`config.mk`:
```
export PLATFORM = sky130hd
export DESIGN_NAME = ivmu_top
export DESIGN_NICKNAME = d
export VERILOG_FILES = /design/src/verilog/ivmu_pkg.sv /design/src/verilog/ivmu_irq_select.sv /design/src/verilog/ivmu_vector_table.sv /design/src/verilog/ivmu_vector_fifo.sv /design/src/verilog/ivmu_top.sv
export VERILOG_INCLUDE_DIRS = /design/src /design/src/verilog
export SDC_FILE = /design/constraint.sdc
export NUM_CORES = 1
export LEC_CHECK = 0
export BUFFER_PORTS_ARGS = -buffer_cell sky130_fd_sc_hd__buf_2
export CORE_MARGIN = 2
export CORE_UTILIZATION = 64
export DETAILED_ROUTE_END_ITERATION = 10
export HOLD_SLACK_MARGIN = 0.06
export PLACE_DENSITY = 0.91
export SLEW_MARGIN = 25
export SYNTH_ARGS = -nofsm -noshare
export SYNTH_HDL_FRONTEND = slang
export SYNTH_SLANG_ARGS = --single-unit
export TNS_END_PERCENT = 100
```
`constraint.sdc`:
```
create_clock -name clk -period 14.8 [get_ports clk]
set_input_delay 3.7 -clock clk [delete_from_list [all_inputs] [get_ports clk]]
set_output_delay 3.7 -clock clk [all_outputs]
set_load 0.01 [all_outputs]
```
`src/verilog/ivmu_settings.svh`:
```
// Global IVMU constants; the queue depth must be a power of two and the base must fit the width
`ifndef IVMU_SETTINGS_SVH
`define IVMU_SETTINGS_SVH

// Number of interrupt request lines
`define IVMU_NUM_IRQ 8

// Width of one vector address in bits
`define IVMU_ADDR_W 32

// Default queue depth in entries
`define IVMU_FIFO_DEPTH 4

// Reset vector of line 0
`define IVMU_VECTOR_BASE 32'h3000_0000

// Reset spacing between neighbouring lines
`define IVMU_VECTOR_STRIDE 8

`endif

```
`src/verilog/ivmu_pkg.sv`:
```
// Shared IVMU types sized from the settings header, which needs at least two request lines
`default_nettype none

`include "ivmu_settings.svh"

package ivmu_pkg;

    // One request bit per line
    typedef logic [`IVMU_NUM_IRQ-1:0] irq_vec_t;

    // Bits needed to number a line
    localparam int IRQ_IDX_W = $clog2(`IVMU_NUM_IRQ);

    // Line number that also indexes the table
    typedef logic [IRQ_IDX_W-1:0] irq_idx_t;

    // Handler vector address
    typedef logic [`IVMU_ADDR_W-1:0] vector_t;

endpackage

`default_nettype wire

```
`src/verilog/ivmu_irq_select.sv`:
```
// Fixed-priority select where the lowest-numbered request wins and same-cycle losers are dropped
`timescale 1ns/1ns
`default_nettype none

`include "ivmu_settings.svh"

module ivmu_irq_select (
    // Raw request levels, one bit per line
    input  ivmu_pkg::irq_vec_t new_irq,
    // Any line high
    output logic               sel_valid,
    // Winning line, zero when idle
    output ivmu_pkg::irq_idx_t sel_idx
);

    // Priority encoder
    // Scan from the top line down so the lowest set bit is written last
    always_comb begin
        sel_valid = 1'b0;
        sel_idx   = '0;
        for (int i = `IVMU_NUM_IRQ - 1; i >= 0; i--) begin
            if (new_irq[i]) begin
                sel_valid = 1'b1;
                sel_idx   = ivmu_pkg::irq_idx_t'(i);
            end
        end
    end

endmodule

`default_nettype wire

```
`src/verilog/ivmu_vector_table.sv`:
```
// Writable vector table reset to base plus stride times line number with a combinational lookup
`timescale 1ns/1ns
`default_nettype none

`include "ivmu_settings.svh"

module ivmu_vector_table (
    input  logic               clk,
    input  logic               rst,
    // Configuration write strobe and data
    input  logic               cfg_we,
    input  ivmu_pkg::irq_idx_t cfg_idx,
    input  ivmu_pkg::vector_t  cfg_vector,
    // Lookup port used by the push path
    input  ivmu_pkg::irq_idx_t lookup_idx,
    output ivmu_pkg::vector_t  lookup_vector
);

    // One vector register per request line
    ivmu_pkg::vector_t entries [`IVMU_NUM_IRQ];

    // Reset value of one line
    function automatic ivmu_pkg::vector_t reset_vector(input int line);
        ivmu_pkg::vector_t offset;
        offset = ivmu_pkg::vector_t'(line * `IVMU_VECTOR_STRIDE);
        return ivmu_pkg::vector_t'(`IVMU_VECTOR_BASE) + offset;
    endfunction

    // Table registers
    // Reset restores the fixed layout and cfg_we overwrites one line
    always_ff @(posedge clk or posedge rst) begin
        if (rst) begin
            for (int i = 0; i < `IVMU_NUM_IRQ; i++) begin
                entries[i] <= reset_vector(i);
            end
        end else if (cfg_we) begin
            entries[cfg_idx] <= cfg_vector;
        end
    end

    // Lookup path
    // Same-cycle read where a write in this cycle shows from the next edge on
    assign lookup_vector = entries[lookup_idx];

    // Write strobe must be driven once out of reset
    a_cfg_we_known: assert property (
        @(posedge clk) disable iff (rst)
        !$isunknown(cfg_we)
    ) else $error("cfg_we is unknown");

endmodule

`default_nettype wire

```
`src/verilog/ivmu_vector_fifo.sv`:
```
// Vector queue with a power-of-two depth of at least 2; full pushes and empty pops are dropped
`timescale 1ns/1ns
`default_nettype none

`include "ivmu_settings.svh"

module ivmu_vector_fifo #(
    parameter int DEPTH = `IVMU_FIFO_DEPTH
) (
    input  logic              clk,
    input  logic              rst,
    // Write side
    input  logic              push,
    input  ivmu_pkg::vector_t push_vector,
    // Read side
    input  logic              pop,
    output ivmu_pkg::vector_t head_vector,
    output logic              not_empty
);

    localparam int PTR_W = $clog2(DEPTH);

    // Entry storage for the payload only
    ivmu_pkg::vector_t mem [DEPTH];

    // Pointers carry one extra wrap bit
    logic [PTR_W:0] wr_ptr;
    logic [PTR_W:0] rd_ptr;

    logic           empty;
    logic           full;
    logic           do_push;
    logic           do_pop;
    // Occupancy modulo the pointer width
    logic [PTR_W:0] fill;

    // Status flags
    assign empty = (wr_ptr == rd_ptr);
    // Same slot but a lap apart
    assign full  = (wr_ptr[PTR_W-1:0] == rd_ptr[PTR_W-1:0]) &&
                   (wr_ptr[PTR_W] != rd_ptr[PTR_W]);
    assign fill  = wr_ptr - rd_ptr;

    // Accepted operations
    // Full is judged before the edge, so a pop does not open a slot this cycle
    assign do_push = push && !full;
    assign do_pop  = pop && !empty;

    // Pointer update
    always_ff @(posedge clk or posedge rst) begin
        if (rst) begin
            wr_ptr <= '0;
            rd_ptr <= '0;
        end else begin
            if (do_push) begin
                wr_ptr <= wr_ptr + 1'b1;
            end
            if (do_pop) begin
                rd_ptr <= rd_ptr + 1'b1;
            end
        end
    end

    // Entry write
    // The vector is copied here so later table writes leave it alone
    always_ff @(posedge clk) begin
        if (do_push) begin
            mem[wr_ptr[PTR_W-1:0]] <= push_vector;
        end
    end

    // Head read forced to zero while empty
    assign head_vector = empty ? '0 : mem[rd_ptr[PTR_W-1:0]];
    assign not_empty   = !empty;

    // Occupancy stays within the queue size
    a_fill_bound: assert property (
        @(posedge clk) disable iff (rst)
        fill <= DEPTH
    ) else $error("queue occupancy %0d exceeds depth", fill);

    // Pointers are driven once out of reset
    a_ptr_known: assert property (
        @(posedge clk) disable iff (rst)
        !$isunknown({wr_ptr, rd_ptr})
    ) else $error("queue pointer is unknown");

    // While full and not popped the head slot must not be overwritten
    a_no_write_when_full: assert property (
        @(posedge clk) disable iff (rst)
        full && !pop |=> head_vector == $past(head_vector)
    ) else $error("write performed while full");

endmodule

`default_nettype wire

```
`src/verilog/ivmu_top.sv`:
```
// IVMU top level; one request is queued per cycle, losers and pushes into a full queue are lost
`timescale 1ns/1ns
`default_nettype none

`include "ivmu_settings.svh"

module ivmu_top (
    input  logic               clk,
    input  logic               rst,
    // Interrupt request levels
    input  ivmu_pkg::irq_vec_t new_irq,
    // CPU acknowledge with one pop per high cycle
    input  logic               ack,
    // Vector table configuration
    input  logic               cfg_we,
    input  ivmu_pkg::irq_idx_t cfg_idx,
    input  ivmu_pkg::vector_t  cfg_vector,
    // Oldest pending vector
    output ivmu_pkg::vector_t  curr_vector,
    output logic               has_pending
);

    // Select to table and queue
    logic               sel_valid;
    ivmu_pkg::irq_idx_t sel_idx;
    // Table to queue
    ivmu_pkg::vector_t  lookup_vector;

    // Request arbitration
    ivmu_irq_select ivmu_irq_select_inst (
        .new_irq   (new_irq),
        .sel_valid (sel_valid),
        .sel_idx   (sel_idx)
    );

    // Vector lookup and configuration
    ivmu_vector_table ivmu_vector_table_inst (
        .clk           (clk),
        .rst           (rst),
        .cfg_we        (cfg_we),
        .cfg_idx       (cfg_idx),
        .cfg_vector    (cfg_vector),
        .lookup_idx    (sel_idx),
        .lookup_vector (lookup_vector)
    );

    // Pending queue
    // Head and flag come from registered state only with no path from new_irq
    ivmu_vector_fifo #(
        .DEPTH (`IVMU_FIFO_DEPTH)
    ) ivmu_vector_fifo_inst (
        .clk         (clk),
        .rst         (rst),
        .push        (sel_valid),
        .push_vector (lookup_vector),
        .pop         (ack),
        .head_vector (curr_vector),
        .not_empty   (has_pending)
    );

endmodule

`default_nettype wire

```
# Word level (Yosys, flattened, before mapping)
# Memory sizes are Yosys's and may differ from the RTL's.
# Cells that the tools add are included.
word_totals:
  ff_bits: 262
  mem_bits_rw: 128
  wordCells: 52
  n_memories: 1
op_classes:
  addsub: 2
  magnitude_cmp: 3
  n_eq_ne: 3
  mux: 25
  bitwise_logic: 2
  reduce_logical: 6
mem_list:
  columns: ["memory", "depth", "width", "read_ports", "rd_ports_with_merged_regs", "wr", "line", "source"]
  rows:
  - ["ivmu_vector_fifo_inst.mem", 4, 32, 1, 0, 1, "ivmu_vector_fifo.sv:24", "ivmu_pkg::vector_t mem [DEPTH];"]
ops:
  columns: ["operator", "n"]
  rows:
  - ["bitwise mux 256 bit", 1]
  - ["2-to-1 mux 32 bit", 4]
  - ["binary-select mux 32 bit (select 3 bit)", 1]
  - ["demux 32 bit (select 3 bit)", 1]
  - ["2-to-1 mux 3 bit", 8]
  - ["2-to-1 mux 1 bit", 10]
  - ["greater-or-equal comparator 4 bit, second input constant", 2]
  - ["inverter 3 -> 4 bit", 2]
  - ["adder 3 x 1 -> 3 bit, second input constant", 2]
  - ["logical AND 1 bit", 4]
  - ["< comparator 4 x 1 -> 1 bit, second input constant", 1]
  - ["== test 3 bit", 1]
  - ["== test 2 bit", 1]
  - ["zero test 1 bit", 2]
  - ["!= test 1 bit", 1]

# Logic depth before layout (Yosys ltp)
depth:
  depth_word: 12
  mapped_depth: 7
  depth_no_buf: 5

# Cells and area by module
# From an unflattened synthesis, not the netlist that was laid out.
unflattened:
  hier_cells: 929
  hier_area_um2: 17143.9
modules_own_cells:
  columns: ["module", "instances", "cells_each", "area_each_um2"]
  rows:
  - ["ivmu_vector_table", 1, 666, 11686.2]
  - ["ivmu_vector_fifo", 1, 250, 5377.7]
  - ["ivmu_irq_select", 1, 13, 80.1]

# Worst setup path before layout
# Ideal clock, no wire load.
synth_timing:
  path_type: "input-to-reg"
  from: "input new_irq[5]"
  to: "memory ivmu_vector_fifo_inst.mem[3][0] in the netlist's numbering, enable pin"
  arrival_time_ps: 5031
  setup_slack_ps: 9376
  cell_stages: 3
  cell_sequence: "nor2_1 -> a32oi_1 -> and2_1"
synth_between:
  elab_chain_cells: 9
synth_rtl:
  columns: ["element", "line", "source"]
  rows:
  - ["from (decl)", "ivmu_top.sv:11", "input ivmu_pkg::irq_vec_t new_irq,"]
  - ["2-to-1 mux 1 bit (6 in a row)", "ivmu_irq_select.sv:22", "if (new_irq[i]) begin"]
  - ["logical AND 1 bit", "ivmu_vector_fifo.sv:46", "assign do_push = push && !full;"]
  - ["2-to-1 mux 1 bit", "ivmu_vector_fifo.sv:67", "if (do_push) begin"]
  - ["2-to-1 mux 1 bit (implied by the code)", "ivmu_vector_fifo.sv:68", "mem[wr_ptr[PTR_W-1:0]] <= push_vector;"]
  - ["to (decl)", "ivmu_vector_fifo.sv:24", null]
# Every way passes these cells.

# Worst setup path in the final report
layout_timing:
  from: "register ivmu_vector_fifo_inst.rd_ptr[0]"
  to: "output curr_vector[17]"
layout_between:
  elab_chain_cells: 2
layout_rtl:
  columns: ["element", "line", "source"]
  rows:
  - ["from (decl)", "ivmu_vector_fifo.sv:28", "logic [PTR_W:0] rd_ptr;"]
  - ["from (signal assigned)", "ivmu_vector_fifo.sv:59", "rd_ptr <= rd_ptr + 1'b1;"]
  - ["memory (4 x 32 bit) / == test 3 bit (equally long branches)", null, null]
  - ["2-to-1 mux 32 bit *", "ivmu_vector_fifo.sv:73", "assign head_vector = empty ? '0 : mem[rd_ptr[PTR_W-1:0]];"]
  - ["to (decl)", "ivmu_top.sv:19", "output ivmu_pkg::vector_t curr_vector,"]
# Mark *: on every way between the ends. The rest lies on a longest branch, timed or not.

==> results.toml <==
[status]
status = "complete, no violations"

[floorplan]
die_h_um = 167
die_area_um2 = 27900
fp.dieW_um = 167
num_rows = 59
initial_core_util = 0.654
top_level_ports = 80
coreArea_um2 = 26100

[finish]
area_growth_pct = 10.9
nets = 1246
final_cell_area_um2 = 18900
layout.cells.non_filler = 1557
drive_above_1_share = 0.402
fin_util = 0.725

[place]
dp_cells = 1488
dp_slack_ns = 7.90
dpl-instance-area_um2 = 17700
io_buffers = 79
hpwl_um = 21700
gp_congestion = 0.774

[power_and_ir_drop]
pwr-share-clk = 0.261
p_int_mw = 2.48
seqPwrFrac = 0.459
switching_share = 0.306
power-per-cell-area_nw_per_um2 = 189
power_mw = 3.57
p_comb_frac = 0.280
leakage_nw = 7.69
peakVddDrop_mv = 0.225
switchingPower_mw = 1.09

[hold_path]
holdCritPathClass = "reg2reg"
hold_path_depth = 1

[logic_synthesis]
synth_cell_types = 38
synth_nets = 1195
syn_area_per_cell_um2 = 14.9
synthCells = 1143
yosys_warnings = 0
synth_commonest_cells = "mux2_2, dfrtp_1, edfxtp_1, a211oi_1, and3_1"
synth_top_flop_cell = "dfrtp_1"
synth_area_leaders = "dfrtp_1, edfxtp_1, mux2_2"
yosysSeqAreaShare = 0.613
ys_async_sr_fraction = 0.672
synthMostInstantiatedCell = "mux2_2"
yosys.area.top_type = "dfrtp_1"
syn_area_um2 = 17000
synth_edf_count = 128
ys_ff_latch = 390
synthDominantCellAreaShare = 0.344

[worst_setup_path]
worstRegToRegCells = 6
crit_arrival_ns = 2.93
cp-end-kind = "output pin"
cp_slowest_cell = "or3_2"
start_kind = "flop"
crit_required_ns = 11.10
path_max_fanout = 35
crit_type = "reg2out"
critPathMaxStageDelay_ns = 0.79
worstPathCellList = "buf_4 > xor2_1 > or3_2 > and2_1 > buf_2"

[clock_network]
cts_sinks = 390
clock_latency_ns = 0.52
cts_setup_buffers = 0
clockBufferDepth = 3
cts_resized = 0
tritoncts = "done"
numCtsBuffers = 37
holdBufCountCts = 0
clock-root-buffer = "clkbuf_16"
clkTransAtPathRegs_ns = 0.06
htreeDepth = 2

[detailed_routing]
postRouteAntennaNets = 0
routed_wl_um = 42600
drcViolationCount = 0
drt_iter0_markers = 1302
wl_per_cell_um = 27.3
viasPerCell = 7.02
first_pass_iters = 5
num_vias = 10900

[sta]
final_max_slew_viol_count = 0
period_share = 0.448
final.setup_skew_ns = 0.0140
max_slew.worst_pin.slew_ns = 0.808
rsz0062_at_grt = "false"
relSlewSlack = 0.461
min_period_ns = 6.63
setup_ws_ns = 8.17
hold_viol = 0
holdWs_ns = 0.495
setup_tns_ns = 0
setup_viol = 0
fmax_mhz = 151

[global_routing]
grt_pass1_vias = 11600
antenna_found_initial = 3
track_usage = 0.306
grt_pass1_wl_um = 65700
grt_max_degree = 115
grt_overflow = 0

[run]
drv_cap = 0
cells by family (layout without fill, tap and decap cells):
group / Yosys count / count (layout) / share of synthesized area
and+or+nand+nor: 216 / 216 / 0.0797
xor gates and xnor gates: 7 / 7 / 0.00360
AOI/OAI and AO/OA: 139 / 139 / 0.0614
adders and majority gates: 5 / 5 / 0.00367
other: 0 / 2 / 0
buffers and inverters: 97 / 174 / 0.0267
muxes: 289 / 289 / 0.212
DFF: 390 / 390 / 0.613
path summary, 6_finish.rpt:
path                            slack [ns]                                  end                             from
min in group asynchronous             3.32   ivmu_vector_table_inst.entries[40]                              rst
worst max register to register       11.63      ivmu_vector_fifo_inst.mem[0][4]  ivmu_vector_fifo_inst.rd_ptr[0]
worst min register to register        0.49      ivmu_vector_fifo_inst.wr_ptr[2]  ivmu_vector_fifo_inst.wr_ptr[2]
worst max-delay path                  8.17                      curr_vector[17]  ivmu_vector_fifo_inst.rd_ptr[0]
max in group asynchronous            10.23  ivmu_vector_table_inst.entries[188]                              rst
worst min-delay path                  0.49      ivmu_vector_fifo_inst.wr_ptr[2]  ivmu_vector_fifo_inst.wr_ptr[2]
power by group through the flow:
stage                     clock network, mW  logic [mW]  registers [mW]
after global placement                    0       0.955            1.62
after global routing                  0.975        1.07            1.67
after floorplan                           0       0.655            1.60
after CTS                             0.935       0.994            1.64
after detailed placement                  0       0.984            1.65
final                                 0.931        1.00            1.64
cells in the final DEF, fill, tap and decap left out, drive strengths merged:
master / count
nand4: 1
o21ai: 3
nand2b: 1
clkinv: 16
ha: 5
inv: 4
nand2: 4
clkinvlp: 1
dfrtp: 234
and3: 123
nand4b: 3
mux2: 257
a31o: 5
a311oi: 1
buf: 106
or3: 2
xnor2: 3
a32oi: 1
and2: 36
bufinv: 3
clkbuf: 44
nor4: 33
a21oi: 5
nor3b: 2
edfxtp: 128
dfstp: 28
xor2: 4
mux4: 32
diode: 2
nand3b: 1
nor2: 4
a211oi: 123
o21bai: 1
nor2b: 2
nand3: 1
nor3: 3
critical path: cells and delay by family (launching register included):
kind,cells,cell delay (ns)
buffers and inverters,2,0.78
flip-flops,1,0.34
XOR/XNOR,1,0.16
AND/OR/NAND/NOR,2,1.11
area by class of cell:
type / instances / area, um^2
diodes: 2 / 5.00
clock buffers: 44 / 993
clock inverters: 21 / 188
fillers: 1448 / 7160
inverters: 3 / 18.8
multi-input cells: 656 / 6210
flip-flops and latches: 390 / 10400
well taps: 335 / 419
repair buffers: 106 / 631
flip-flops by register name (all words and copies together), names as in the netlist:
register and cells:
ivmu_vector_table_inst.entries 256, ivmu_vector_fifo_inst.wr_ptr 3, ivmu_vector_fifo_inst.mem 128, ivmu_vector_fifo_inst.rd_ptr 3
per-layer routing:
layer / vias up / track usage / wire (um)
li1: 4498 / - / -
met1: 5598 / 0.403 / 15700
met2: 693 / 0.494 / 20900
met3: 145 / 0.0759 / 4510
met4: 2 / 0.125 / 1450
met5: - / 0 / 13
Power figures use the tool's default switching activity.
